<file path="config.mk">
export PLATFORM = sky130hd
export DESIGN_NAME = sram_bank_slave
export DESIGN_NICKNAME = d
export VERILOG_FILES = /design/src/hdl/sram_axi_pkg.sv /design/src/hdl/sram_bank_array.sv /design/src/hdl/sram_bank_slave.sv
export SDC_FILE = /design/constraint.sdc
export NUM_CORES = 2
export LEC_CHECK = 0
export BUFFER_PORTS_ARGS = -buffer_cell sky130_fd_sc_hd__buf_2
export CORE_MARGIN = 1.5
export CORE_UTILIZATION = 30
export CTS_CLUSTER_DIAMETER = 120
export DETAILED_ROUTE_END_ITERATION = 8
export PLACE_DENSITY = 0.44
export SYNTH_ARGS = -nofsm -noshare
export SYNTH_HDL_FRONTEND = slang
export SYNTH_SLANG_ARGS = --single-unit
</file>
<file path="constraint.sdc">
create_clock -name clk -period 3.35 [get_ports clk]
set_input_delay 0.67 -clock clk [delete_from_list [all_inputs] [get_ports clk]]
set_output_delay 0.67 -clock clk [all_outputs]
set_load 0.005 [all_outputs]
</file>
<file path="src/hdl/sram_axi_pkg.sv">
package sram_axi_pkg;

    // byte address on the slave port
    typedef logic [31:0] addr_t;

    // one data word, same width for every bank
    typedef logic [31:0] data_t;

    // one strobe bit per byte lane
    typedef logic [3:0] strb_t;

    // AXI response code
    typedef logic [1:0] resp_t;

    localparam resp_t RESP_OKAY   = 2'b00;
    localparam resp_t RESP_DECERR = 2'b11;

    // start of the SRAM region, matches the core reset address
    localparam addr_t REGION_BASE = 32'h8000_0000;

endpackage

</file>
<file path="src/hdl/sram_bank_array.sv">
`timescale 1ns/1ps

module sram_bank_array #(
    parameter int WORDS_PER_BANK = 64
) (
    input  logic                              clk,
    input  logic                              rd_en,
    input  logic [$clog2(WORDS_PER_BANK)-1:0] rd_row,
    output sram_axi_pkg::data_t               rd_data,
    input  logic                              wr_en,
    input  logic [$clog2(WORDS_PER_BANK)-1:0] wr_row,
    input  sram_axi_pkg::data_t               wr_data,
    input  sram_axi_pkg::strb_t               wr_strb
);
    import sram_axi_pkg::*;

    localparam int LANES = $bits(strb_t);

    data_t mem [WORDS_PER_BANK];

    // registered read, output holds between reads
    always_ff @(posedge clk) begin
        if (rd_en) begin
            rd_data <= mem[rd_row];
        end
    end

    // byte lane write
    always_ff @(posedge clk) begin
        if (wr_en) begin
            for (int b = 0; b < LANES; b++) begin
                if (wr_strb[b]) begin
                    mem[wr_row][8*b +: 8] <= wr_data[8*b +: 8];
                end
            end
        end
    end

endmodule

</file>
<file path="src/hdl/sram_bank_slave.sv">
`timescale 1ns/1ps

module sram_bank_slave #(
    parameter int WORDS_PER_BANK = 64
) (
    input  logic                              clk,
    input  logic                              rst,
    input  logic                              arvalid,
    input  logic [$clog2(WORDS_PER_BANK)-1:0] araddr_row,
    output logic                              arready,
    output logic                              rvalid,
    output sram_axi_pkg::data_t               rdata,
    input  logic                              rready,
    input  logic                              awvalid,
    input  logic [$clog2(WORDS_PER_BANK)-1:0] awaddr_row,
    output logic                              awready,
    input  logic                              wvalid,
    input  sram_axi_pkg::data_t               wdata,
    input  sram_axi_pkg::strb_t               wstrb,
    output logic                              wready,
    output logic                              bvalid,
    input  logic                              bready
);
    import sram_axi_pkg::*;

    localparam int ROW_W = $clog2(WORDS_PER_BANK);

    logic             ar_fire;
    logic             r_fire;
    logic             aw_fire;
    logic             w_fire;
    logic             b_fire;
    logic             aw_held;
    logic             w_held;
    logic             wr_go;
    logic [ROW_W-1:0] aw_row_q;
    logic [ROW_W-1:0] wr_row;
    data_t            wdata_q;
    data_t            wr_data;
    strb_t            wstrb_q;
    strb_t            wr_strb;

    assign ar_fire = arvalid && arready;
    assign r_fire  = rvalid && rready;
    assign aw_fire = awvalid && awready;
    assign w_fire  = wvalid && wready;
    assign b_fire  = bvalid && bready;

    // read side: one read in flight, data comes straight from the array
    always_ff @(posedge clk) begin
        if (rst) begin
            arready <= 1'b1;
            rvalid  <= 1'b0;
        end else if (ar_fire) begin
            arready <= 1'b0;
            rvalid  <= 1'b1;
        end else if (r_fire) begin
            arready <= 1'b1;
            rvalid  <= 1'b0;
        end
    end

    // write fires once address and data are both present,
    // either held from an earlier cycle or arriving now
    assign wr_go   = (aw_held || aw_fire) && (w_held || w_fire);
    assign wr_row  = aw_fire ? awaddr_row : aw_row_q;
    assign wr_data = w_fire ? wdata : wdata_q;
    assign wr_strb = w_fire ? wstrb : wstrb_q;

    always_ff @(posedge clk) begin
        if (rst) begin
            awready <= 1'b1;
            wready  <= 1'b1;
            aw_held <= 1'b0;
            w_held  <= 1'b0;
            bvalid  <= 1'b0;
        end else begin
            // readiness comes back only after the B transfer
            if (aw_fire) begin
                awready <= 1'b0;
            end else if (b_fire) begin
                awready <= 1'b1;
            end
            if (w_fire) begin
                wready <= 1'b0;
            end else if (b_fire) begin
                wready <= 1'b1;
            end
            if (wr_go) begin
                aw_held <= 1'b0;
            end else if (aw_fire) begin
                aw_held <= 1'b1;
            end
            if (wr_go) begin
                w_held <= 1'b0;
            end else if (w_fire) begin
                w_held <= 1'b1;
            end
            if (wr_go) begin
                bvalid <= 1'b1;
            end else if (b_fire) begin
                bvalid <= 1'b0;
            end
        end
    end

    always_ff @(posedge clk) begin
        if (aw_fire) begin
            aw_row_q <= awaddr_row;
        end
        if (w_fire) begin
            wdata_q <= wdata;
            wstrb_q <= wstrb;
        end
    end

    sram_bank_array #(
        .WORDS_PER_BANK (WORDS_PER_BANK)
    ) u_array (
        .clk     (clk),
        .rd_en   (ar_fire),
        .rd_row  (araddr_row),
        .rd_data (rdata),
        .wr_en   (wr_go),
        .wr_row  (wr_row),
        .wr_data (wr_data),
        .wr_strb (wr_strb)
    );

endmodule

</file>
# Yosys cells after proc, flatten, opt, wreduce, memory -nomap -nowiden
# Memory sizes are Yosys's and may differ from the RTL's. A register that Yosys moved wholly into a read port is not among the register bits.
# Index checks and enable logic that the tools add are counted.
# totals
ramBits	2048
rom_bits	0
elab_cells	48
memories	1
latch_bits	0
regBits	49
# mem_list
name	depth	word_bits	rd	rd_clocked_by_memory_dff	wr	line	text
u_array.mem	64	32	1	1	1	sram_bank_array.sv:19	data_t mem [WORDS_PER_BANK];
# classes
muxes	24
eq_ne	0
bitwise_logic	0
magnitude_cmp	0
n_mul	0
n_reduce_logical	13
add_sub_neg	0
shift	0
n_div	0
# op_table
cell	n
$mux 32	1
$mux 1	21
$reduce_bool 2->1	4
$logic_and 1x1->1	6
$mux 6	1
$mux 4	1
$logic_or 1x1->1	2
$reduce_or 2->1	1

# Longest topological paths before layout
# logic_depth
depth_word	5
mapped_depth	9
ltp_nobuf	6

# By module
# A second synthesis with hierarchy kept.
# unflattened
cells_unflattened	3691
area_unflattened_um2	81809.7
# modules_own_cells
module	area_each_um2	instances	cells_each
sram_bank_array	80091.8	1	3576
sram_bank_slave	1717.9	1	115

# Least setup slack after synthesis
# No wires, ideal clock.
# synth_path
path_kind	input-to-reg
from	in awvalid
to	mem u_array.mem[50][16] (netlist name), enable pin
setup_slack_ps	680
path_stages	6
n_path_buf	0
t_arrival_ps	2300
cell_sequence	nand2_2 > mux2i_1 > inv_1 > nor3_1 > nand2_1 > nor2_1
# synth_rtl
item	line	text
from (decl)	sram_bank_slave.sv:14	input logic awvalid,
$logic_and 1x1->1	sram_bank_slave.sv:45	assign aw_fire = awvalid && awready;
$mux 6	-	
net u_array.wr_row[3]	sram_bank_array.sv:11	input logic [$clog2(WORDS_PER_BANK)-1:0] wr_row,
to (decl)	sram_bank_array.sv:19	
# The timed path passes the listed nets, and every way through them passes these cells.

# Final worst setup path
# layout_path
from	reg awready
to	mem u_array.mem[51][5] (netlist name), enable pin
# layout_rtl
item	line	text
from (decl)	sram_bank_slave.sv:16	output logic awready,
from (signal assigned)	sram_bank_slave.sv:72	awready <= 1'b1;
from (signal assigned)	sram_bank_slave.sv:80	awready <= 1'b0;
from (signal assigned)	sram_bank_slave.sv:82	awready <= 1'b1;
$logic_and 1x1->1	sram_bank_slave.sv:45	
$mux 6	-	
net u_array.wr_row[3]	sram_bank_array.sv:11	
# The timed path passes the listed nets, and every way through them passes these cells.

==> impl_metrics.json <==
{
  "clk_path_buf_depth": 3,
  "maxSlewViolCount": 0,
  "ys_warn_count": 0,
  "peakVddDrop_mv": 0.4752,
  "crit_arrival_ns": 3.39,
  "finalClockSkew_ns": 0.04528,
  "seq_area_frac_synth_pct": 77.92,
  "dp_slack_ns": -0.2704,
  "dieArea_um2": 274500,
  "routed_wl_um": 249300,
  "async_reset_ff_share_pct": 0,
  "drive_gt1_share_pct": 33.50,
  "antenna_left": 0,
  "route.detailed.drc": 0,
  "synthCells": 3821,
  "avgViaCountPerCell": 5.046,
  "clock-sinks": 2129,
  "io_pins": 92,
  "routabilityCongestion": 0.8181,
  "track_usage_pct": 18.11,
  "cts_tree": "built",
  "holdPathStages": 2,
  "synth_nets": 3876,
  "drt-initial-drc-count": 4432,
  "drt-wirelength-per-cell_um": 30.16,
  "final_nets": 4547,
  "r2r.worst_path.cells": 8,
  "grt_pass1_vias": 42440,
  "fin_hold_ws_ns": 0.07575,
  "cts-resized-gates": 0,
  "rsz0062_at_grt": "false",
  "dr.pass1.iters": 6,
  "required_ns": 3.91,
  "tightestPinTransition_ns": 1.062,
  "power-per-cell-area_nw_per_um2": 618.0,
  "synth-seq-cells": 2129,
  "areaGrowthSynthToFinish_pct": 20.43,
  "io_buffers": 91,
  "syn_area_per_cell_um2": 21.31,
  "synth_flop_cell": "edfxtp_1",
  "total_power_mw": 60.60,
  "worst-setup-path-type": "flop to flop",
  "fin_ws_ns": 0.5273,
  "cp_max_fo": 8,
  "hold_violations": 0,
  "max_freq_ghz": 0.3543,
  "rows": 191,
  "antenna_found_initial": 27,
  "numCtsBuffers": 227,
  "htreeDepth": 4,
  "p_leak_nw": 31.37,
  "clock_latency_ns": 0.89,
  "hold_path_class": "input port to flop",
  "root_buffer": "clkbuf_16",
  "overflow": 0,
  "initial_utilization_pct": 30.12,
  "multiInputGateArea_um2": 16900,
  "path_clk_slew_ns": 0.06,
  "grt_max_degree": 66,
  "post-route-period-util_pct": 84.26,
  "final_util_pct": 36.28,
  "cp-end-kind": "flop",
  "fillers": 24930,
  "die_h_um": 524.0,
  "worstSetupStartpointType": "flop",
  "num_vias": 41724,
  "die_w_um": 524.0,
  "cap_violations": 0,
  "status": "complete, no violations",
  "synth_edf_count": 2080,
  "finalSetupViolations": 0,
  "hpwl_um": 163400,
  "seq_area_um2": 63440,
  "grt_pass1_wl_um": 346200,
  "slew_headroom_pct": 28.93,
  "yosys.cell_types.count": 45,
  "core_area_um2": 270300,
  "syn-cell-area_um2": 81420,
  "period_needed_ns": 2.823
}
## stage by stage
stage	area, um^2	cells	setup TNS [ns]
global route	98040	8262	0
finish	98050	8268	0
detailed placement	90360	7829	-0.3368
global placement	90350	7828	-1.502
CTS	98020	8257	0
floorplan	81420	3821	0
## cells in the mapped netlist, types with 3 or more instances
library cell  instances  share of area, %
buf_1                19             0.088
a21oi_1              48              0.30
buf_6                12              0.17
a22oi_1              19              0.18
mux2_2              101               1.4
clkbuf_1             73              0.34
and2_1                3             0.023
or2_2                 4             0.031
nor3_1               12             0.074
o22ai_1             127              0.98
a31oi_1              17              0.13
dfxtp_1              49               1.2
o21bai_1              3             0.028
edfxtp_1           2080                77
o22a_1               18              0.19
mux2i_1             103               1.3
a211oi_1              6             0.055
nor4_1               28              0.22
inv_2                 3             0.014
mux4_2              456                13
inv_1                 4             0.018
buf_2                82              0.50
nor2_1              298               1.4
and3_1                5             0.038
buf_4                30              0.28
nand2_1              70              0.32
a221oi_1             26              0.28
a311oi_1             16              0.17
o221ai_1             43              0.46
nand2b_1             21              0.16
nand3_1              14             0.086
nor2b_1              14              0.11
## timing repair
action	in CTS	in global routing
hold buffers	4	0
endpoints found under the hold margin	7	0
buffers inserted	0	0
## layer usage
metal	GRT usage, %	share of wire [%]	wire length, um
met5	0	0	0
met2	27.95	46	113900
met4	5.255	2.8	6953
met1	26.42	46	114400
met3	2.747	5.6	14080
## cell families (layout without fill, tap and decap cells)
| kind of cell | count (synthesis) | after routing | synth area share (%) |
|---|---|---|---|
| AO/OA/AOI/OAI | 330 | 330 | 2.834 |
| buffers and inverters | 223 | 1089 | 1.403 |
| flip-flops | 2129 | 2129 | 77.92 |
| multiplexers | 663 | 663 | 15.35 |
| other | 0 | 11 | 0 |
| AND/OR/NAND/NOR | 476 | 476 | 2.493 |
## layout by cell type (no fill, tap or decap), types with 6 or more instances in the layout
cell           n
buf_12        65
edfxtp_1    2080
nor2b_1       10
o221ai_1      43
a21oi_1       48
diode_2       11
clkbuf_8      10
nor4_1        28
clkinvlp_4     7
o22a_1        18
clkbuf_1      48
a31oi_1       17
nand2_2        6
nor2_1       295
nand2b_1      19
clkinv_1      48
buf_2         87
clkinv_16      7
a311oi_1      16
bufinv_16     26
nand3_1       10
mux4_2       456
mux2_2       101
nor3_1        12
dfxtp_1       49
a221oi_1      26
a211oi_1       6
buf_4        499
o22ai_1      127
nand2_1       65
mux2i_1      103
clkbuf_16    229
clkinv_2      37
a22oi_1       19
## report_power, final
part	internal, mW	leakage [nW]	switching (mW)
logic	1.38	8.54	3.26
registers	30.3	19.1	0.100
clock network	14.8	3.69	10.7
## final cells by class
type	count	area share [%]
Multi-Input combinational cell	1469	17.24
Clock inverter	137	1.605
Timing Repair Buffer	658	5.678
Tap cell	3570	4.556
Clock buffer	287	6.168
Sequential cell	2129	64.70
Antenna cell	11	0.02807
Inverter	7	0.02680
## worst max-delay path: stages, from the launching register on
cell and delay, ns:
dfxtp_1 0.35, nand2_2 0.28, mux2i_1 0.36, inv_1 0.10, nor3_1 0.45, buf_4 0.23, nand2_1 0.27, nor2_1 0.21
buf_4 0.22
## final timing paths
| kind | start | to | slack [ns] |
|---|---|---|---|
| hold reg to reg | w_held | aw_held | 0.43 |
| setup / recovery | awready | u_array.mem[51][5] | 0.53 |
| setup reg to reg | awready | u_array.mem[51][5] | 0.53 |
| hold / removal | wstrb[1] | wstrb_q[1] | 0.08 |
## sequential cells by signal (all words and copies together), names as in the netlist
signal / count
arready: 1
aw_held: 1
aw_row_q: 6
awready: 1
bvalid: 1
rvalid: 1
u_array.mem: 2048
u_array.rd_data: 32
w_held: 1
wdata_q: 32
wready: 1
wstrb_q: 4
Note: power is estimated with default switching activity, not from simulation.
