`config.mk`:
```
export PLATFORM = sky130hd
export DESIGN_NAME = axi_addr_decoder
export DESIGN_NICKNAME = d
export VERILOG_FILES = /design/src/hdl/sram_axi_pkg.sv /design/src/hdl/axi_addr_decoder.sv
export SDC_FILE = /design/constraint.sdc
export NUM_CORES = 1
export LEC_CHECK = 0
export BUFFER_PORTS_ARGS = -buffer_cell sky130_fd_sc_hd__clkbuf_2
export CORE_AREA = 3 3 72 74
export DETAILED_ROUTE_END_ITERATION = 8
export DIE_AREA = 0 0 75 77
export PLACE_DENSITY_LB_ADDON = 0.05
export RECOVER_POWER = 100
export SYNTH_ARGS = -nofsm -noshare
export SYNTH_HDL_FRONTEND = slang
export SYNTH_SLANG_ARGS = --single-unit
```
`constraint.sdc`:
```
create_clock -name clk -period 3.98 [get_ports clk]
set_input_delay 0.796 -clock clk [delete_from_list [all_inputs] [get_ports clk]]
set_output_delay 0.796 -clock clk [all_outputs]
set_load 0.02 [all_outputs]
```
`src/hdl/sram_axi_pkg.sv`:
```
package sram_axi_pkg;

    // byte address on the slave port
    typedef logic [31:0] addr_t;

    // one data word, same width for every bank
    typedef logic [31:0] data_t;

    // one strobe bit per byte lane
    typedef logic [3:0] strb_t;

    // AXI response code
    typedef logic [1:0] resp_t;

    localparam resp_t RESP_OKAY   = 2'b00;
    localparam resp_t RESP_DECERR = 2'b11;

    // start of the SRAM region, matches the core reset address
    localparam addr_t REGION_BASE = 32'h8000_0000;

endpackage

```
`src/hdl/axi_addr_decoder.sv`:
```
`timescale 1ns/1ps

module axi_addr_decoder #(
    parameter int NUM_BANKS      = 4,
    parameter int WORDS_PER_BANK = 64
) (
    input  logic                              clk,
    input  logic                              rst,
    input  sram_axi_pkg::addr_t               saxi_araddr,
    input  logic                              saxi_arvalid,
    output logic                              saxi_arready,
    input  sram_axi_pkg::addr_t               saxi_awaddr,
    input  logic                              saxi_awvalid,
    output logic                              saxi_awready,
    input  sram_axi_pkg::data_t               saxi_wdata,
    input  sram_axi_pkg::strb_t               saxi_wstrb,
    input  logic                              saxi_wvalid,
    output logic                              saxi_wready,
    output logic [$clog2(WORDS_PER_BANK)-1:0] bank_araddr_row,
    output logic [NUM_BANKS-1:0]              bank_arvalid,
    input  logic [NUM_BANKS-1:0]              bank_arready,
    output logic [$clog2(WORDS_PER_BANK)-1:0] bank_awaddr_row,
    output logic [NUM_BANKS-1:0]              bank_awvalid,
    input  logic [NUM_BANKS-1:0]              bank_awready,
    output sram_axi_pkg::data_t               bank_wdata,
    output sram_axi_pkg::strb_t               bank_wstrb,
    output logic [NUM_BANKS-1:0]              bank_wvalid,
    input  logic [NUM_BANKS-1:0]              bank_wready,
    output logic [$clog2(NUM_BANKS)-1:0]      rd_sel,
    output logic                              rd_err,
    output logic [$clog2(NUM_BANKS)-1:0]      wr_sel,
    output logic                              wr_err,
    input  logic                              rd_done,
    input  logic                              wr_done
);
    import sram_axi_pkg::*;

    localparam int    SEL_W        = $clog2(NUM_BANKS);
    localparam int    ROW_W        = $clog2(WORDS_PER_BANK);
    localparam addr_t REGION_WORDS = addr_t'(NUM_BANKS * WORDS_PER_BANK);

    addr_t            ar_idx;
    addr_t            aw_idx;
    logic             ar_oor;
    logic             aw_oor;
    logic [SEL_W-1:0] ar_bank;
    logic [SEL_W-1:0] aw_bank;
    logic             ar_fire;
    logic             aw_fire;
    logic             w_fire;
    logic             w_open;
    logic [SEL_W-1:0] cur_wsel;
    logic             cur_werr;
    logic             rd_busy;
    logic             wr_busy;
    logic             wr_err_q;
    logic             w_got;

    function automatic addr_t word_index(input addr_t a);
        return (a - REGION_BASE) >> 2;
    endfunction

    function automatic logic out_of_range(input addr_t a);
        return (a < REGION_BASE) || (word_index(a) >= REGION_WORDS);
    endfunction

    // low word index bits pick the bank and the next ones the row
    assign ar_idx          = word_index(saxi_araddr);
    assign ar_oor          = out_of_range(saxi_araddr);
    assign ar_bank         = ar_idx[SEL_W-1:0];
    assign bank_araddr_row = ar_idx[SEL_W +: ROW_W];
    assign aw_idx          = word_index(saxi_awaddr);
    assign aw_oor          = out_of_range(saxi_awaddr);
    assign aw_bank         = aw_idx[SEL_W-1:0];
    assign bank_awaddr_row = aw_idx[SEL_W +: ROW_W];

    // the addressed bank gives ready and the decoder takes a decode error itself
    assign saxi_arready = !rd_busy && (ar_oor || bank_arready[ar_bank]);
    assign saxi_awready = !wr_busy && (aw_oor || bank_awready[aw_bank]);
    assign ar_fire      = saxi_arvalid && saxi_arready;
    assign aw_fire      = saxi_awvalid && saxi_awready;

    // W follows the bank of the current AW, or the latched one
    assign cur_wsel    = aw_fire ? aw_bank : wr_sel;
    assign cur_werr    = aw_fire ? aw_oor : wr_err_q;
    assign w_open      = (aw_fire || wr_busy) && !w_got;
    assign saxi_wready = w_open && (cur_werr || bank_wready[cur_wsel]);
    assign w_fire      = saxi_wvalid && saxi_wready;
    assign bank_wdata  = saxi_wdata;
    assign bank_wstrb  = saxi_wstrb;

    always_comb begin
        for (int i = 0; i < NUM_BANKS; i++) begin
            bank_arvalid[i] = ar_fire && !ar_oor && (ar_bank == SEL_W'(i));
            bank_awvalid[i] = aw_fire && !aw_oor && (aw_bank == SEL_W'(i));
            bank_wvalid[i]  = saxi_wvalid && w_open && !cur_werr && (cur_wsel == SEL_W'(i));
        end
    end

    // error strobes are high in the cycle the failing request completes
    assign rd_err = ar_fire && ar_oor;
    assign wr_err = w_fire && cur_werr;

    always_ff @(posedge clk) begin
        if (rst) begin
            rd_busy  <= 1'b0;
            rd_sel   <= '0;
            wr_busy  <= 1'b0;
            wr_sel   <= '0;
            wr_err_q <= 1'b0;
            w_got    <= 1'b0;
        end else begin
            if (ar_fire) begin
                rd_busy <= 1'b1;
                rd_sel  <= ar_bank;
            end else if (rd_done) begin
                rd_busy <= 1'b0;
            end
            if (aw_fire) begin
                wr_busy  <= 1'b1;
                wr_sel   <= aw_bank;
                wr_err_q <= aw_oor;
            end else if (wr_done) begin
                wr_busy <= 1'b0;
            end
            if (w_fire) begin
                w_got <= 1'b1;
            end else if (wr_done) begin
                w_got <= 1'b0;
            end
        end
    end

endmodule

```
======== Word-level counts from Yosys, hierarchy flattened ========
Index checks and enable logic that the tools add are counted.
cells by class
  $add $sub $neg .......................... 2
  $mul .................................... 0
  divide/modulo/power cells ............... 0
  order comparisons ....................... 7
  eq/ne operators ......................... 9
  shifts and indexed selects .............. 0
  muxes and demuxes ....................... 13
  bitwise gates (word level) .............. 0
  reductions and logical operators ........ 43
operator list
  cell                                                                                  count
  32-bit less-than comparator, second input constant                                    2
  32-bit subtractor, second input constant                                              2
  30-bit by 9-bit greater-or-equal comparator with 1-bit output, second input constant  2
  1-bit logical AND                                                                     25
  2-bit equality test, second input constant                                            6
  2-bit by 3-bit less-than comparator with 1-bit output, second input constant          3
  1-bit two-way mux                                                                     9
  1-bit binary-select mux with 2-bit select                                             3
  2-bit by 1-bit equality test with 1-bit output, second input constant                 3
  1-bit zero test                                                                       6
  2-bit zero test                                                                       3
  1-bit logical OR                                                                      6
  2-bit nonzero test                                                                    3
  2-bit two-way mux                                                                     1
storage, ports and cells
  register bits after elaboration ......... 8
  latch bits .............................. 0
  memory bits (writable) .................. 0
  bits in read-only memories .............. 0
  input port bits ......................... 119
  output and inout port bits .............. 69
  logic and storage cells ................. 80
  memories kept ........................... 0

======== Logic depth before layout (Yosys ltp) ========
  depth after elaboration ................. 13
  mapped depth ............................ 8
  gate-level depth less buffers ........... 7

======== Worst setup path after synthesis ========
No wires, ideal clock.
  path kind ............................... input port to output port
  start ................................... in saxi_awaddr[2]
  end ..................................... out bank_wvalid[0]
  data arrival time ....................... 2,642 ps
  data required time ...................... 3,184 ps
  setup slack ............................. 542 ps
  stages .................................. 5
  buffers on the path ..................... 1
  cell sequence ........................... buf_6 mux4_2 o31ai_4 mux2_2 nor3_1
between the ends
  longest elaborated chain between the ends .. 11
  elaborated cells between the ends (all ways) .. 18
  those cells by class .................... add/sub: 1; order compare: 2; mux: 4; reduce/logical: 11
ends and longest elaborated chain
  item                                                                                                                               line                                            source
  start: declaration                                                                                                                 axi_addr_decoder.sv:12                          input sram_axi_pkg::addr_t saxi_awaddr,
  32-bit subtractor                                                                                                                  axi_addr_decoder.sv:60                          return (a - REGION_BASE) >> 2;
  30-bit by 9-bit greater-or-equal comparator with 1-bit output / 1-bit binary-select mux with 2-bit select (equally long branches)  axi_addr_decoder.sv:64, axi_addr_decoder.sv:79
  1-bit logical OR / 1-bit two-way mux (equally long branches)                                                                       axi_addr_decoder.sv:64, axi_addr_decoder.sv:79
  1-bit logical OR                                                                                                                   axi_addr_decoder.sv:79                          assign saxi_awready = !wr_busy && (aw_oor || bank_awready[aw_bank]);
  1-bit logical AND                                                                                                                  axi_addr_decoder.sv:79
  1-bit logical AND                                                                                                                  axi_addr_decoder.sv:81                          assign aw_fire = saxi_awvalid && saxi_awready;
  1-bit logical OR                                                                                                                   axi_addr_decoder.sv:86                          assign w_open = (aw_fire || wr_busy) && !w_got;
  1-bit logical AND                                                                                                                  axi_addr_decoder.sv:86
  1-bit logical AND (2 in a row)                                                                                                     axi_addr_decoder.sv:96                          bank_wvalid[i] = saxi_wvalid && w_open && !cur_werr && (cur_wsel == SEL_W'(i));
  1-bit logical AND (*)                                                                                                              axi_addr_decoder.sv:96
  end: declaration                                                                                                                   axi_addr_decoder.sv:27                          output logic [NUM_BANKS-1:0] bank_wvalid,
Every way passes the cells marked *; elsewhere a longest branch is shown, timed or not. The select of a mux whose other input is x is not followed.

======== Worst setup path in the final report ========
  start ................................... in saxi_awaddr[2]
  end ..................................... out saxi_wready
between the ends
  longest elaborated chain between the ends .. 11
  elaborated cells between the ends (all ways) .. 17
  those cells by class .................... add/sub: 1; order compare: 2; mux: 6; reduce/logical: 8
ends and longest elaborated chain
  item                                                                                                                               line                                            source
  32-bit subtractor                                                                                                                  axi_addr_decoder.sv:60
  30-bit by 9-bit greater-or-equal comparator with 1-bit output / 1-bit binary-select mux with 2-bit select (equally long branches)  axi_addr_decoder.sv:64, axi_addr_decoder.sv:79
  1-bit logical OR / 1-bit two-way mux (equally long branches)                                                                       axi_addr_decoder.sv:64, axi_addr_decoder.sv:79
  1-bit logical OR                                                                                                                   axi_addr_decoder.sv:79
  1-bit logical AND                                                                                                                  axi_addr_decoder.sv:79
  1-bit logical AND                                                                                                                  axi_addr_decoder.sv:81
  2-bit two-way mux                                                                                                                  n/a
  1-bit binary-select mux with 2-bit select                                                                                          axi_addr_decoder.sv:87                          assign saxi_wready = w_open && (cur_werr || bank_wready[cur_wsel]);
  1-bit two-way mux (not written as such)                                                                                            axi_addr_decoder.sv:87
  1-bit logical OR                                                                                                                   axi_addr_decoder.sv:87
  1-bit logical AND (*)                                                                                                              axi_addr_decoder.sv:87
  end: declaration                                                                                                                   axi_addr_decoder.sv:18                          output logic saxi_wready,
Marked as above.

==> flow_metrics.tcl <==
set metrics [dict create \
    leakage_nw 0.579 \
    fillers 532 \
    worst-path-max-fanout 8 \
    fmax_mhz 270 \
    layout_common_cells "68 x clkbuf_2, 20 x clkbuf_1, 17 x nor2_1" \
    pin_count 188 \
    whs_ns 0.489 \
    grt_pass1_wl_um 4970 \
    setup_viol 0 \
    cts.path.max_buffers 2 \
    synth_flop_cell "dfxtp_1" \
    netlist_instances 141 \
    post_cts_buffers 0 \
    seq_area_frac_synth_pct 14.7 \
    p_per_area_nw_per_um2 233 \
    die_w_um 75 \
    synth_top_cell_area_share_pct 33.1 \
    synth_warnings 0 \
    clkTransAtPathRegs_ns 0.04 \
    ant_nets 0 \
    gp_congestion 0.718 \
    syn-cell-area_um2 1090 \
    rsz0062_at_grt "no" \
    ir_drop_v 0.000106 \
    h-tree-depth 1 \
    numPortBuffers 87 \
    worstSetupEndpointType "output pin" \
    critPathLaunchType "input port" \
    synth_edf_count 0 \
    cap_viol_max_count 0 \
    fin_setup_tns_ns 0 \
    core-area_um2 4660 \
    cts_resized 0 \
    fp.dieH_um 77 \
    routed_wirelength_um 3250 \
    ys_top_cells_by_area "buf_4 33%, dfxtp_1 15%, nor2_1 5.9%" \
    area_growth_pct 14.0 \
    cts_tree "yes" \
    ys_ff_latch 8 \
    hold_path.class "reg -> reg" \
    grt_usage_pct 10.6 \
    n_antenna_cell 0 \
    clockRootBuffer "clkbuf_8" \
    cts_hold_buf 0 \
    vias 1098 \
    skew_ns 0.00249 \
    status "finished, final reports clean" \
    hpwl_um 2900 \
    hold_violations 0 \
    grt_pass1_vias 1100 \
    start_util_pct 23.3 \
    drt_iter0_drc 31 \
    period_share_pct 93.1 \
    dr.pass1.iters 5 \
    layout.cells.most_common "clkbuf_2" \
    yosys.area.top_type "buf_4" \
    cp.arrival_ns 2.91 \
    cts_made_buffers 3 \
    tightest_slew_ns 0.505 \
    gr-total-overflow 0 \
    min_period_ns 3.70 \
    drive_gt1_share_pct 43.7 \
    fin_nets 304 \
    syn_area_per_cell_um2 7.71 \
    synthesis.nets 260 \
    async_reset_ff_share_pct 0 \
    clkLatencyLatePin_ns 0.22 \
    avgViaCountPerCell 4.63 \
    grt_max_degree 10 \
    synth_cell_types 38 \
    max_slew_margin_pct 66.3 \
    maxSlewViolCount 0 \
    fp.dieArea_um2 5780 \
    clock_sinks 8 \
    cp.required_ns 3.18 \
    critical_path_class "in -> out" \
    rows 25 \
    antenna_found_initial 0 \
    drcViolationCount 0 \
    detail_route.wl_per_cell_um 13.7 \
]
metal layers:
layer | part of all wire (%) | wire [um] | up-vias | track usage, %
li1 | - | - | 542 | -
met1 | 36 | 1180 | 477 | 12.1
met2 | 50 | 1630 | 37 | 16.8
met3 | 8.6 | 280 | 42 | 2.10
met4 | 4.8 | 155 | 0 | 8.01
met5 | 0 | 0 | - | 0
flip-flops by register name, summed over array words and instances, names as in the netlist:
register and count:
rd_busy 1, wr_err_q 1, wr_sel 2, rd_sel 2
wr_busy 1, w_got 1
Yosys cell counts, drive strengths merged (2+ instances only):
cell type  count
a21o           2
a21oi          4
and3           3
buf           49
clkbuf         2
dfxtp          8
inv            2
mux2           2
mux2i          3
mux4           2
nand2          6
nand2b         2
nand4          2
nor2          17
nor3           8
nor3b          2
nor4           8
nor4b          2
o311a          2
or4            2
stage by stage:
step / worst slack, ns / cells / instance area [um2] / total power, mW / utilization, %
3_5_place_dp: 0.258 / 234 / 1230 / 0.201 / 26.4
3_3_place_gp: 0.239 / 234 / 1230 / 0.201 / 26.4
6_report: 0.275 / 237 / 1240 / 0.289 / 26.6
4_1_cts: 0.249 / 237 / 1270 / 0.297 / 27.3
2_1_floorplan: 0.542 / 141 / 1090 / 0.217 / -
5_1_grt: 0.109 / 237 / 1240 / 0.309 / 26.6
final timing paths:
check	endpoint	depth (start not counted)	slack (ns)	from
worst max-delay path	saxi_wready	8	0.28	saxi_awaddr[2]
worst min-delay path	rd_sel[1]	2	0.49	rd_sel[1]
worst max register to register	w_got	7	1.85	wr_busy
worst min register to register	rd_sel[1]	2	0.49	rd_sel[1]
cells by family (layout without fill, tap and decap cells):
group	Yosys count	after routing	share of synthesized area, %
buffers and inverters	53	95	35.7
muxes	7	7	8.98
and+or+nand+nor	58	58	28.4
AOI/OAI and AO/OA	15	15	12.2
DFF	8	8	14.7
worst max-delay path, cell delays in order:
cell,delay [ns]
clkbuf_2,0.18
mux4_2,0.59
o31ai_4,0.34
mux2_1,0.43
nor3_1,0.18
o22ai_1,0.12
o311a_1,0.12
clkbuf_2,0.15
power by group:
group	leakage (nW)	total [mW]	switching [mW]	internal [mW]
Clock	0.0216	0.0939	0.0287	0.0652
Combinational	0.491	0.104	0.0529	0.0512
Sequential	0.0661	0.0906	0.00422	0.0864
area by class of cell:
type / count / area, um2 / area share [%]
sequential: 8 / 160 / 12.9
clock buffer: 3 / 41.3 / 3.33
timing repair buffer: 90 / 430 / 34.7
inverter: 2 / 7.51 / 0.605
multi-input combinational: 80 / 533 / 43.0
tap: 54 / 67.6 / 5.45
No activity file was read; power rests on OpenSTA's default activity.
