[src/hdl/sram_axi_pkg.sv]
package sram_axi_pkg;

    // byte address on the slave port
    typedef logic [31:0] addr_t;

    // one data word, same width for every bank
    typedef logic [31:0] data_t;

    // one strobe bit per byte lane
    typedef logic [3:0] strb_t;

    // AXI response code
    typedef logic [1:0] resp_t;

    localparam resp_t RESP_OKAY   = 2'b00;
    localparam resp_t RESP_DECERR = 2'b11;

    // start of the SRAM region, matches the core reset address
    localparam addr_t REGION_BASE = 32'h8000_0000;

endpackage

[src/hdl/axi_resp_merger.sv]
`timescale 1ns/1ps

module axi_resp_merger #(
    parameter int NUM_BANKS = 4
) (
    input  logic                                clk,
    input  logic                                rst,
    input  logic [NUM_BANKS-1:0]                bank_rvalid,
    input  sram_axi_pkg::data_t [NUM_BANKS-1:0] bank_rdata,
    input  logic [NUM_BANKS-1:0]                bank_bvalid,
    output logic [NUM_BANKS-1:0]                bank_rready,
    output logic [NUM_BANKS-1:0]                bank_bready,
    input  logic [$clog2(NUM_BANKS)-1:0]        rd_sel,
    input  logic                                rd_err,
    input  logic [$clog2(NUM_BANKS)-1:0]        wr_sel,
    input  logic                                wr_err,
    output logic                                rd_done,
    output logic                                wr_done,
    output sram_axi_pkg::data_t                 saxi_rdata,
    output sram_axi_pkg::resp_t                 saxi_rresp,
    output logic                                saxi_rvalid,
    input  logic                                saxi_rready,
    output sram_axi_pkg::resp_t                 saxi_bresp,
    output logic                                saxi_bvalid,
    input  logic                                saxi_bready
);
    import sram_axi_pkg::*;

    logic rd_take;
    logic wr_take;

    // only the owning bank sees ready, and only while the output is empty
    always_comb begin
        bank_rready = '0;
        bank_bready = '0;
        if (!saxi_rvalid) begin
            bank_rready[rd_sel] = 1'b1;
        end
        if (!saxi_bvalid) begin
            bank_bready[wr_sel] = 1'b1;
        end
    end

    assign rd_take = !saxi_rvalid && bank_rvalid[rd_sel];
    assign wr_take = !saxi_bvalid && bank_bvalid[wr_sel];
    assign rd_done = saxi_rvalid && saxi_rready;
    assign wr_done = saxi_bvalid && saxi_bready;

    always_ff @(posedge clk) begin
        if (rst) begin
            saxi_rvalid <= 1'b0;
            saxi_bvalid <= 1'b0;
        end else begin
            if (rd_err || rd_take) begin
                saxi_rvalid <= 1'b1;
            end else if (rd_done) begin
                saxi_rvalid <= 1'b0;
            end
            if (wr_err || wr_take) begin
                saxi_bvalid <= 1'b1;
            end else if (wr_done) begin
                saxi_bvalid <= 1'b0;
            end
        end
    end

    // decode errors return zero data
    always_ff @(posedge clk) begin
        if (rd_err) begin
            saxi_rdata <= '0;
            saxi_rresp <= RESP_DECERR;
        end else if (rd_take) begin
            saxi_rdata <= bank_rdata[rd_sel];
            saxi_rresp <= RESP_OKAY;
        end
        if (wr_err) begin
            saxi_bresp <= RESP_DECERR;
        end else if (wr_take) begin
            saxi_bresp <= RESP_OKAY;
        end
    end

endmodule

[config.mk]
export PLATFORM = sky130hd
export DESIGN_NAME = axi_resp_merger
export DESIGN_NICKNAME = d
export VERILOG_FILES = /design/src/hdl/sram_axi_pkg.sv /design/src/hdl/axi_resp_merger.sv
export SDC_FILE = /design/constraint.sdc
export NUM_CORES = 1
export LEC_CHECK = 0
export BUFFER_PORTS_ARGS = -buffer_cell sky130_fd_sc_hd__buf_2
export CAP_MARGIN = 20
export CORE_MARGIN = 2
export CORE_UTILIZATION = 41
export DETAILED_ROUTE_END_ITERATION = 10
export GPL_TIMING_DRIVEN = 0
export HOLD_SLACK_MARGIN = 0.06
export PLACE_DENSITY = 0.89
export SLEW_MARGIN = 10
export SYNTH_ARGS = -nofsm -noshare
export SYNTH_HDL_FRONTEND = slang
export SYNTH_SLANG_ARGS = --single-unit
[constraint.sdc]
create_clock -name clk -period 2.45 [get_ports clk]
set_input_delay 0.3675 -clock clk [delete_from_list [all_inputs] [get_ports clk]]
set_output_delay 0.3675 -clock clk [all_outputs]
set_load 0.05 [all_outputs]
After elaboration in Yosys (flattened, before gate mapping)
Index checks and enable logic that the tools add are counted.

word-level totals
  flip-flop bits (word level) = 38
  output and inout port bits = 48
  input port bits = 146

operators by class
  multiplexer cells = 16
  reduce and logical (&&, ||, !) cells = 12
  $lt $le $gt $ge = 4

operators by type and width
  operator                                                     number
  binary-select mux 32 bit (select 2 bit)                      1
  2-to-1 mux 32 bit                                            1
  2-to-1 mux 1 bit                                             8
  2-to-1 mux 4 bit                                             2
  logical AND 1 bit                                            6
  less-than comparator 2 x 3 -> 1 bit (second input constant)  2
  binary-select mux 1 bit (select 2 bit)                       2
  demux 1 bit (select 2 bit)                                   2
  >= comparator 2 x 1 -> 1 bit (second input constant)         2
  nonzero test 2 bit                                           2
  zero test 1 bit                                              2
  logical OR 1 bit                                             2

Depth between registers and ports, before layout
Gate-level depths: netlist of run 1.

  depth in word-level cells = 5
  mapped depth = 6
  mapped depth without buffers = 4

Least setup slack after synthesis of run 1
OpenSTA, ideal clock, no wires.

  kind = register to output
  from = register saxi_bvalid
  to = output bank_bready[1]
  buffers on the path = 0
  arrival time = 1,746 ps
  required time = 2,082 ps
  slack = 336 ps
  stages on the path, launching flop included = 2
  cell sequence = dfxtp_1 -> nor3b_1

between the ends
  cells in the longest elaborated chain, start to end = 1

RTL lines
  element                 line                   source
  from (decl)             axi_resp_merger.sv:24  output logic saxi_bvalid,
  from (signal assigned)  axi_resp_merger.sv:52  saxi_bvalid <= 1'b0;
  from (signal assigned)  axi_resp_merger.sv:60  saxi_bvalid <= 1'b1;
  from (signal assigned)  axi_resp_merger.sv:62  saxi_bvalid <= 1'b0;
  2-to-1 mux 4 bit        axi_resp_merger.sv:39  if (!saxi_bvalid) begin
  to (decl)               axi_resp_merger.sv:12  output logic [NUM_BANKS-1:0] bank_bready,

No other way between the ends.

Worst setup path in the final report of run 1
  from = input rd_sel[1]
  to = output bank_rready[2]

between the ends
  cells in the longest elaborated chain, start to end = 5

RTL lines
  element                                                                                                    line                   source
  from (decl)                                                                                                axi_resp_merger.sv:13  input logic [$clog2(NUM_BANKS)-1:0] rd_sel,
  less-than comparator 2 x 3 -> 1 bit (not written as such) or >= comparator 2 x 1 -> 1 bit (tied branches)  axi_resp_merger.sv:37  bank_rready[rd_sel] = 1'b1;
  logical AND 1 bit (not written as such)                                                                    axi_resp_merger.sv:37
  2-to-1 mux 1 bit (not written as such)                                                                     axi_resp_merger.sv:37
  demux 1 bit (select 2 bit) (*)                                                                             axi_resp_merger.sv:37
  2-to-1 mux 4 bit (*)                                                                                       axi_resp_merger.sv:36  if (!saxi_rvalid) begin
  to (decl)                                                                                                  axi_resp_merger.sv:11  output logic [NUM_BANKS-1:0] bank_rready,

Mark *: on every way between the ends. The rest lies on a longest branch, timed or not.

==> results of run 1 <==
-- power by group through the flow --
stage | clock (uW) | sequential, uW | combinational (uW)
4_1_cts | 409 | 665 | 714
5_1_grt | 431 | 671 | 750
3_3_place_gp | 0 | 674 | 696
2_1_floorplan | 0 | 850 | 323
6_report | 395 | 664 | 707
3_5_place_dp | 0 | 677 | 714
-- registers in the layout (all words and copies together) (netlist names) --
name	flops
saxi_rresp	1
saxi_rvalid	1
saxi_rdata	32
saxi_bresp	1
saxi_bvalid	1
-- synth_stat cells --
| cell | instances |
|---|---|
| o22ai_4 | 1 |
| nor3_1 | 1 |
| a21oi_1 | 4 |
| mux4_2 | 33 |
| dfxtp_1 | 36 |
| mux2i_1 | 34 |
| clkbuf_1 | 6 |
| nor3b_1 | 2 |
| and2_1 | 2 |
| nand2b_1 | 2 |
| buf_12 | 3 |
| buf_4 | 5 |
| buf_1 | 1 |
| inv_1 | 4 |
| buf_6 | 2 |
| a21o_1 | 2 |
| nor2_1 | 36 |
| and3b_1 | 1 |
| or2_4 | 1 |
-- cells by family after synthesis --
family	after synthesis	share of synthesized area [%]
buf+inv	21	7.28
compound gates	7	2.48
mux	67	48.8
simple gates	45	8.91
flops	36	32.5
-- area by class of cell --
cell class | instances | area, um^2 | share of cell area (%)
Buffer | 17 | 146 | 4.39
Clock buffer | 6 | 72.6 | 2.18
Clock inverter | 1 | 5.00 | 0.150
Inverter | 4 | 15.0 | 0.450
Multi-Input combinational cell | 119 | 1340 | 40.1
Sequential cell | 36 | 721 | 21.6
Tap cell | 70 | 87.6 | 2.63
Timing Repair Buffer | 190 | 951 | 28.5
-- routing by layer --
layer | vias to the layer above | GRT usage, % | wire (um)
met5 | - | 0 | 0
met4 | 0 | 6.43 | 70
met3 | 10 | 5.81 | 519
met2 | 107 | 42.8 | 3640
met1 | 1042 | 22.4 | 2290
li1 | 1045 | - | -
-- final timing paths --
check	startpoint	endpoint	depth (start not counted)
worst min-delay path	rst	saxi_bvalid	2
worst max register to register	saxi_rvalid	saxi_rdata[26]	5
worst min register to register	saxi_rdata[1]	saxi_rdata[1]	2
worst max-delay path	rd_sel[1]	bank_rready[2]	5
-- worst reg2reg max path, cell delays in order, from the launching register on --
cell and delay (ns):
dfxtp_1 0.36, nand2b_1 0.24, o22ai_4 0.41, buf_12 0.20, mux2i_1 0.20, nor2_1 0.07
-- through the flow --
step / std cells / utilization [%] / setup slack, ns
detailed placement: 436 / 63.0 / 0.594
CTS: 443 / 64.5 / 0.590
finish: 443 / 64.5 / 0.578
floorplan: 176 / - / 0.336
global placement: 436 / 63.0 / 0.642
global route: 443 / 64.5 / 0.553
==> qor.txt, run 1 <==
Outcome -> completed
CP Class -> in2out
Crit path required time -> 2.08 ns
FF+latch count, synth -> 36
Die area -> 6010 um^2
Final nets -> 519
Hold Slack -> 0.245 ns
Synth area leaders -> mux4_2 34%, dfxtp_1 32%, mux2i_1 15%
Minimum clock period -> 1.87 ns
N_diodes -> 0
DR vias/cell -> 4.98
Slowest stage cell, crit path -> clkbuf_1
H-tree depth -> 2
DRC viols -> 0
Seq pwr share -> 37.6%
# setup viols final -> 0
CTS tree -> done
Post-DP Area -> 3260 um^2
TNS Setup -> 0 ns
Post-Synthesis Cell Area -> 2220 um^2
Critical path endpoint category -> output port
LEAKAGE -> 0.00168 uW
Worst-Margin Slew -> 0.598 ns
RSZ-0062 raised after global routing -> false
Seq/Total Area, Yosys -> 32.5%
Yosys warnings -> 0
CTS Buffer Depth -> 2
Startpoint types -> input port
Max-Cap Viols -> 0
Initial antenna violation count -> 0
Syn avg cell area -> 12.6 um^2
Clk pwr share -> 22.4%
Fin. Hold Viols -> 0
Net switching fraction of the power -> 35.9%
Die X-Extent -> 77.6 um
Clock transition at the registers of the reported paths -> 0.07 ns
Area added between synthesis and finish -> 50.3%
Share of the synthesized area in the top cell type -> 33.5%
Die span in y -> 77.6 um
Clock Root Buffer -> clkbuf_8
Initial Util -> 42.9%
IO Port Bufs -> 190
Post-CTS Setup Bufs -> 0
Routed WL -> 6.52 mm
IO Count -> 194
CP top delay family -> buffers and inverters
Initial DRC count -> 65
Core footprint -> 5170 um^2
Most frequent cells in the layout -> 190 x buf_2, 36 x nor2_1, 36 x dfxtp_1, 34 x mux2i_1, 33 x mux4_2
Tot Pwr -> 1770 uW
Fin area -> 3330 um^2
Synth Instances -> 176
Slew Limit Fails -> 0
Fill cells -> 423
# rows -> 26
Fmax -> 534 MHz
Worst Path Arrival -> 1.50 ns
All-Layer GR Usage -> 21.8%
Hold Crit Class -> in2reg
Clk sinks -> 36
# hold bufs at CTS -> 0
Combinational share of power -> 40.0%
Crit-path max FO -> 10
Crit-path max cell delay -> 0.44 ns
Largest area contributor in the netlist -> mux4_2
CTS Buf Count -> 5
Fin crit share -> 76.4%
WL/cell -> 14.7 um
Resized Gates After CTS -> 0
Vias post-DR -> 2204
Cell Chain, Critical Path -> buf_6 > clkbuf_1 > inv_1 > nor2_1 > buf_2
Switching pwr -> 633 uW
Remaining Overflow, GRT -> 0
Peak supply drop -> 0.315 mV
Fin Clk Skew -> 0.00324 ns
Most common cell after layout, fill and taps aside -> buf_2
Max transition margin -> 60.1%
Placer Congestion -> 0.719
DRT antenna net count -> 0
Share of post-route cells with drive strength above 1 -> 64.6%
Drt first pass iters -> 4
Post-synth cell types -> 19
Power Density -> 530 nW/um^2
DP HPWL -> 5.58 mm
Clk_lat worst skew -> 0.28 ns
Power Internal -> 1130 uW
Reg2reg setup slack -> 0.85 ns
WP buf/inv -> 4
First-pass GRT wire length -> 10.4 mm
Syn nets -> 322
Largest net degree at the start of global routing -> 11
Vias in the first global route -> 2398
No activity file was read; power rests on OpenSTA's default activity.
==> run 2: changes to the inputs <==
--- a/config.mk
+++ b/config.mk
@@ -5,14 +5,15 @@
 export SDC_FILE = /design/constraint.sdc
 export NUM_CORES = 1
 export LEC_CHECK = 0
+export ABC_AREA = 1
 export BUFFER_PORTS_ARGS = -buffer_cell sky130_fd_sc_hd__buf_2
 export CAP_MARGIN = 20
 export CORE_MARGIN = 2
-export CORE_UTILIZATION = 41
+export CORE_UTILIZATION = 37
 export DETAILED_ROUTE_END_ITERATION = 10
 export GPL_TIMING_DRIVEN = 0
 export HOLD_SLACK_MARGIN = 0.06
-export PLACE_DENSITY = 0.89
+export PLACE_DENSITY = 0.8
 export SLEW_MARGIN = 10
 export SYNTH_ARGS = -nofsm -noshare
 export SYNTH_HDL_FRONTEND = slang
==> constraint.sdc (replaced) <==
create_clock -name clk -period 1.64 [get_ports clk]
set_input_delay 0.246 -clock clk [delete_from_list [all_inputs] [get_ports clk]]
set_output_delay 0.246 -clock clk [all_outputs]
set_load 0.05 [all_outputs]
==> run 2 against run 1 <==
Final area increased by 16%. Synthesized area grew 21%. Die area grew 32%. Clock power up 42%. Sequential cell count unchanged. Worst hold slack got worse by 0.11 ns. Core utilization decreased by 10 points. Combinational power rose by 84%. Sequential power is 54% higher. Critical path depth is the same. Sequential share of layout area decreased by 3.0 points. Critical path type is now reg2reg. Total power increased by 64%. Largest cell class unchanged.
==> qor.txt, run 2 <==
Post-synth cell types -> 16
Clock transition at the registers of the reported paths -> 0.06 ns
Largest net degree at the start of global routing -> 11
H-tree depth -> 2
Outcome -> completed
Post-Synthesis Cell Area -> 2690 um^2
Vias post-DR -> 3954
Synth Instances -> 479
All-Layer GR Usage -> 26.3%
Syn avg cell area -> 5.61 um^2
Drt first pass iters -> 5
Seq/Total Area, Yosys -> 26.8%
FF+latch count, synth -> 36
Slowest stage cell, crit path -> dfxtp_1
N_diodes -> 0
Finished Core Util -> 54.2%
Hold Crit Class -> in2reg
# setup viols final -> 0
Area occupied by multi-input gates -> 1710 um^2
Share of post-route cells with drive strength above 1 -> 35.1%
CP top delay family -> flip-flops
Area added between synthesis and finish -> 43.9%
Synth area leaders -> dfxtp_1 27%, nand3_1 25%, nand2_1 20%
Top reg by flops -> saxi_rdata
Fin. Hold Viols -> 0
Fin Clk Skew -> 0.00350 ns
Non-Filler Instances -> 774
# rows -> 31
Remaining Overflow, GRT -> 0
IO Count -> 194
Clk sinks -> 36
Final nets -> 823
Most common cell after layout, fill and taps aside -> buf_2
Crit path required time -> 1.82 ns
CTS Buffer Depth -> 2
Clk_lat worst skew -> 0.28 ns
Startpoint types -> flop
Cell Chain, Critical Path -> inv_1 > buf_2 > buf_1 > a21oi_1 > nor2_1
CTS tree -> done
FF-to-FF path depth -> 5
IO Port Bufs -> 191
Initial DRC count -> 218
Syn nets -> 625
First-pass GRT wire length -> 16.0 mm
CP Class -> reg2reg
DP HPWL -> 9.07 mm
Fill cells -> 805
Number of flip-flops under the largest register name -> 32
Power Density -> 747 nW/um^2
Crit-path max FO -> 10
Crit-path max cell delay -> 0.57 ns
Worst Path Arrival -> 1.73 ns
Main flop type after synthesis -> dfxtp_1
Initial antenna violation count -> 0
Share of the synthesized area in the top cell type -> 26.8%
Number of synthesized flops with an enable pin -> 0
Max transition margin -> 54.5%
Die area -> 7960 um^2
Most common cell in the netlist -> nand2_1
Fmax -> 644 MHz
WL/cell -> 14.5 um
Fin crit share -> 94.7%
WP buf/inv -> 3
Core footprint -> 7140 um^2
Worst-Margin Slew -> 0.682 ns
Vias in the first global route -> 3602
Largest area contributor in the netlist -> dfxtp_1
Cell depth of the worst hold path -> 2
CTS Buf Count -> 5
Die X-Extent -> 89.2 um
Hold Slack -> 0.135 ns
Die span in y -> 89.2 um
Slew Limit Fails -> 0
Async set-reset flop share out of synthesis -> 0%
DRC viols -> 0
Post-CTS Setup Bufs -> 0
Max-Cap Viols -> 0
LEAKAGE -> 0.00225 uW
Most frequent cells in the layout -> 211 x buf_2, 145 x nand2_1, 132 x nand3_1, 68 x nor2_1, 36 x dfxtp_1
Routed WL -> 11.2 mm
Resized Gates After CTS -> 0
FF+latch area -> 721 um^2
Post-synth top cells -> 145 x nand2_1, 132 x nand3_1, 68 x nor2_1
Initial Util -> 37.6%
Placed insts -> 769
Worst path depth -> 5
# hold bufs at CTS -> 0
Peak supply drop -> 0.425 mV
Minimum clock period -> 1.55 ns
TNS Setup -> 0 ns
Clock Root Buffer -> clkbuf_8
DRT antenna net count -> 0
Placer Congestion -> 0.879
Yosys warnings -> 0
RSZ-0062 raised after global routing -> false
DR vias/cell -> 5.11
Critical path endpoint category -> flop
==> run 2: kinds of logic (layout without fill, tap and decap cells) <==
family / count (synthesis) / count (layout) / share of synthesized area (%)
simple gates: 355 / 355 / 56.3
buf+inv: 54 / 250 / 10.5
flops: 36 / 36 / 26.8
compound gates: 34 / 34 / 6.33
==> run 2: through the flow <==
stage / worst slack (ns) / power, uW / area [um^2]
final: 0.0862 / 2890 / 3870
after global routing: 0.00751 / 3030 / 3870
after CTS: 0.0558 / 2880 / 3860
after detailed placement: 0.0720 / 2340 / 3800
after global placement: 0.118 / 2310 / 3800
after floorplan: -0.406 / 1900 / 2720
==> run 2: cell type report <==
class | instances | share of cell area [%]
Inverter | 10 | 1.04
Clock buffer | 5 | 1.78
Timing Repair Buffer | 191 | 24.7
Sequential cell | 36 | 18.6
Tap cell | 99 | 3.20
Multi-Input combinational cell | 389 | 44.3
Buffer | 44 | 6.31
==> run 2: report_power, final <==
group          switching, uW  total [uW]  internal [uW]
combinational            883        1300            420
sequential              59.9        1020            962
clock                    289         562            274
total                   1230        2890           1660
==> run 2: worst reg2reg max path, cell delays in order, from the launching register on <==
cell and delay, ns:
dfxtp_1 0.57, inv_1 0.13, buf_2 0.21, buf_1 0.23
a21oi_1 0.24, nor2_1 0.07
==> run 2: worst paths after layout <==
kind              slack [ns]     startpoint        endpoint
setup / recovery        0.09    saxi_rvalid  saxi_rdata[12]
hold / removal          0.14            rst     saxi_rvalid
hold reg to reg         0.47  saxi_rresp[0]   saxi_rresp[0]
setup reg to reg        0.09    saxi_rvalid  saxi_rdata[12]
==> run 2: routing by layer <==
metal	wire, um	track usage [%]	vias to the layer above
li1	-	-	1960
met5	0	0	-
met3	1080	5.08	26
met2	5490	49.5	222
met4	253	8.41	0
met1	4390	29.5	1746
==> run 3: changes to the inputs <==
--- a/config.mk
+++ b/config.mk
@@ -5,15 +5,14 @@
 export SDC_FILE = /design/constraint.sdc
 export NUM_CORES = 1
 export LEC_CHECK = 0
-export ABC_AREA = 1
 export BUFFER_PORTS_ARGS = -buffer_cell sky130_fd_sc_hd__buf_2
 export CAP_MARGIN = 20
 export CORE_MARGIN = 2
-export CORE_UTILIZATION = 37
+export CORE_UTILIZATION = 35
 export DETAILED_ROUTE_END_ITERATION = 10
 export GPL_TIMING_DRIVEN = 0
 export HOLD_SLACK_MARGIN = 0.06
-export PLACE_DENSITY = 0.8
+export PLACE_DENSITY = 0.81
 export SLEW_MARGIN = 10
 export SYNTH_ARGS = -nofsm -noshare
 export SYNTH_HDL_FRONTEND = slang
==> run 3 against run 2 <==
Sequential power about the same. Cell count decreased by 42%. Core utilization increased by 0.42 points. Worst hold slack improved by 0.0043 ns. Clock skew increased by 0.0045 ns. Global-route usage decreased by 8.0 points. Clock-buffer cell count increased by 1. Clock power increased by 35%. Wire length decreased by 43%. Register-to-register slack improved by 0.03 ns. Die area decreased by 12%. Largest cell class unchanged.
==> qor.txt, run 3 (synthesis gave the netlist of run 1 again) <==
Outcome -> completed
IO Port Bufs -> 190
Share of post-route cells with drive strength above 1 -> 66.1%
GR peak layer -> met2
# hold bufs at CTS -> 0
Initial Util -> 35.5%
Placer Congestion -> 0.681
Worst-Margin Slew -> 0.624 ns
Top reg by flops -> saxi_rdata
Final nets -> 520
Initial DRC count -> 41
DR vias/cell -> 4.90
Number of flip-flops under the largest register name -> 32
Vias post-DR -> 2213
Remaining Overflow, GRT -> 0
Crit-path max FO -> 5
RSZ-0062 raised after global routing -> false
Worst Min Path Start -> rst
Fin crit share -> 92.6%
First-pass GRT wire length -> 10.3 mm
Resized Gates After CTS -> 0
CTS Buf Count -> 5
Cell depth of the worst hold path -> 2
Die area -> 6990 um^2
FF-to-FF path depth -> 6
CP Class -> reg2out
Area added between synthesis and finish -> 53.6%
Startpoint types -> flop
H-tree depth -> 2
Met1 usage in global routing -> 20.1%
Clk sinks -> 36
R2r startpoint -> saxi_rvalid
LEAKAGE -> 0.00171 uW
DP HPWL -> 5.32 mm
Post-DP Area -> 3280 um^2
PnR worst setup slack -> 0.121 ns
Max-Cap Viols -> 0
Clock Root Buffer -> clkbuf_8
Max transition margin -> 58.4%
# rows -> 29
Die span in y -> 83.6 um
Hold Slack -> 0.140 ns
Most frequent cells in the layout -> 190 x buf_2, 36 x dfxtp_1, 34 x mux2i_1, 33 x mux4_2, 32 x nor2_1
Routed WL -> 6.41 mm
Slew Limit Fails -> 0
Most common cell after layout, fill and taps aside -> buf_2
Minimum clock period -> 1.52 ns
N_diodes -> 0
Clock transition at the registers of the reported paths -> 0.06 ns
Largest net degree at the start of global routing -> 12
TNS Setup -> 0 ns
Vias in the first global route -> 2265
DRT antenna net count -> 0
Initial antenna violation count -> 0
Peak supply drop -> 0.394 mV
Met3 Use GR -> 6.63%
Drt first pass iters -> 4
CTS Buffer Depth -> 2
Clk_lat worst skew -> 0.28 ns
DRC viols -> 0
IO Count -> 194
Hold Crit Class -> in2reg
Fin area -> 3410 um^2
Core footprint -> 6240 um^2
Fin. Hold Viols -> 0
Pre-CTS setup slack -> -0.00416 ns
Crit path launch -> saxi_rvalid
# setup viols final -> 0
Fmax -> 658 MHz
Met2 GRT Util -> 32.9%
Crit path required time -> 1.39 ns
WL/cell -> 14.2 um
Die X-Extent -> 83.6 um
Critical path endpoint category -> output port
Power Density -> 828 nW/um^2
Fin Clk Skew -> 0.00801 ns
CTS tree -> done
Finished Core Util -> 54.6%
All-Layer GR Usage -> 18.3%
Worst Path Arrival -> 1.27 ns
run 3: area by class of cell:
| cell class | count | area, um^2 |
|---|---|---|
| inverter | 4 | 15.0 |
| buffer | 16 | 143 |
| multi-input combinational | 119 | 1350 |
| fill | 575 | 2830 |
| tap | 77 | 96.3 |
| clock buffer | 6 | 72.6 |
| sequential | 36 | 721 |
| timing repair buffer | 192 | 978 |
| clock inverter | 2 | 35.0 |
run 3: worst max-delay path, cell delays in order (launching register included):
cell and delay (ns):
dfxtp_1 0.35, or2_4 0.29, nor2_2 0.09, buf_2 0.27
run 3: layer usage:
metal  share of wire [%]  vias to the layer above
li1                    -                     1049
met1                  36                     1041
met2                  53                      110
met3                 9.1                       13
met4                 1.9                        0
met5                   0                        -
run 3: final timing paths:
kind	end	slack [ns]
hold / removal	saxi_bvalid	0.14
setup / recovery	bank_rready[0]	0.12
hold reg to reg	saxi_bresp[0]	0.49
setup reg to reg	saxi_rdata[7]	0.12
run 3: report_power, final:
part / switching (uW) / leakage, uW / internal, uW
clock network: 306 / 0.0000552 / 451
logic: 606 / 0.00136 / 466
registers: 40.5 / 0.000296 / 950
run 3: metrics by stage:
step	power, uW	std cells
CTS	2850	451
global route	2970	452
floorplan	1760	176
finish	2820	452
global placement	2050	443
detailed placement	2080	443
run 3: what timing repair did:
action                                  in CTS  in global routing
setup buffers                                0                  2
endpoints found under the setup margin       0                 32
hold endpoints to repair                     0                  0
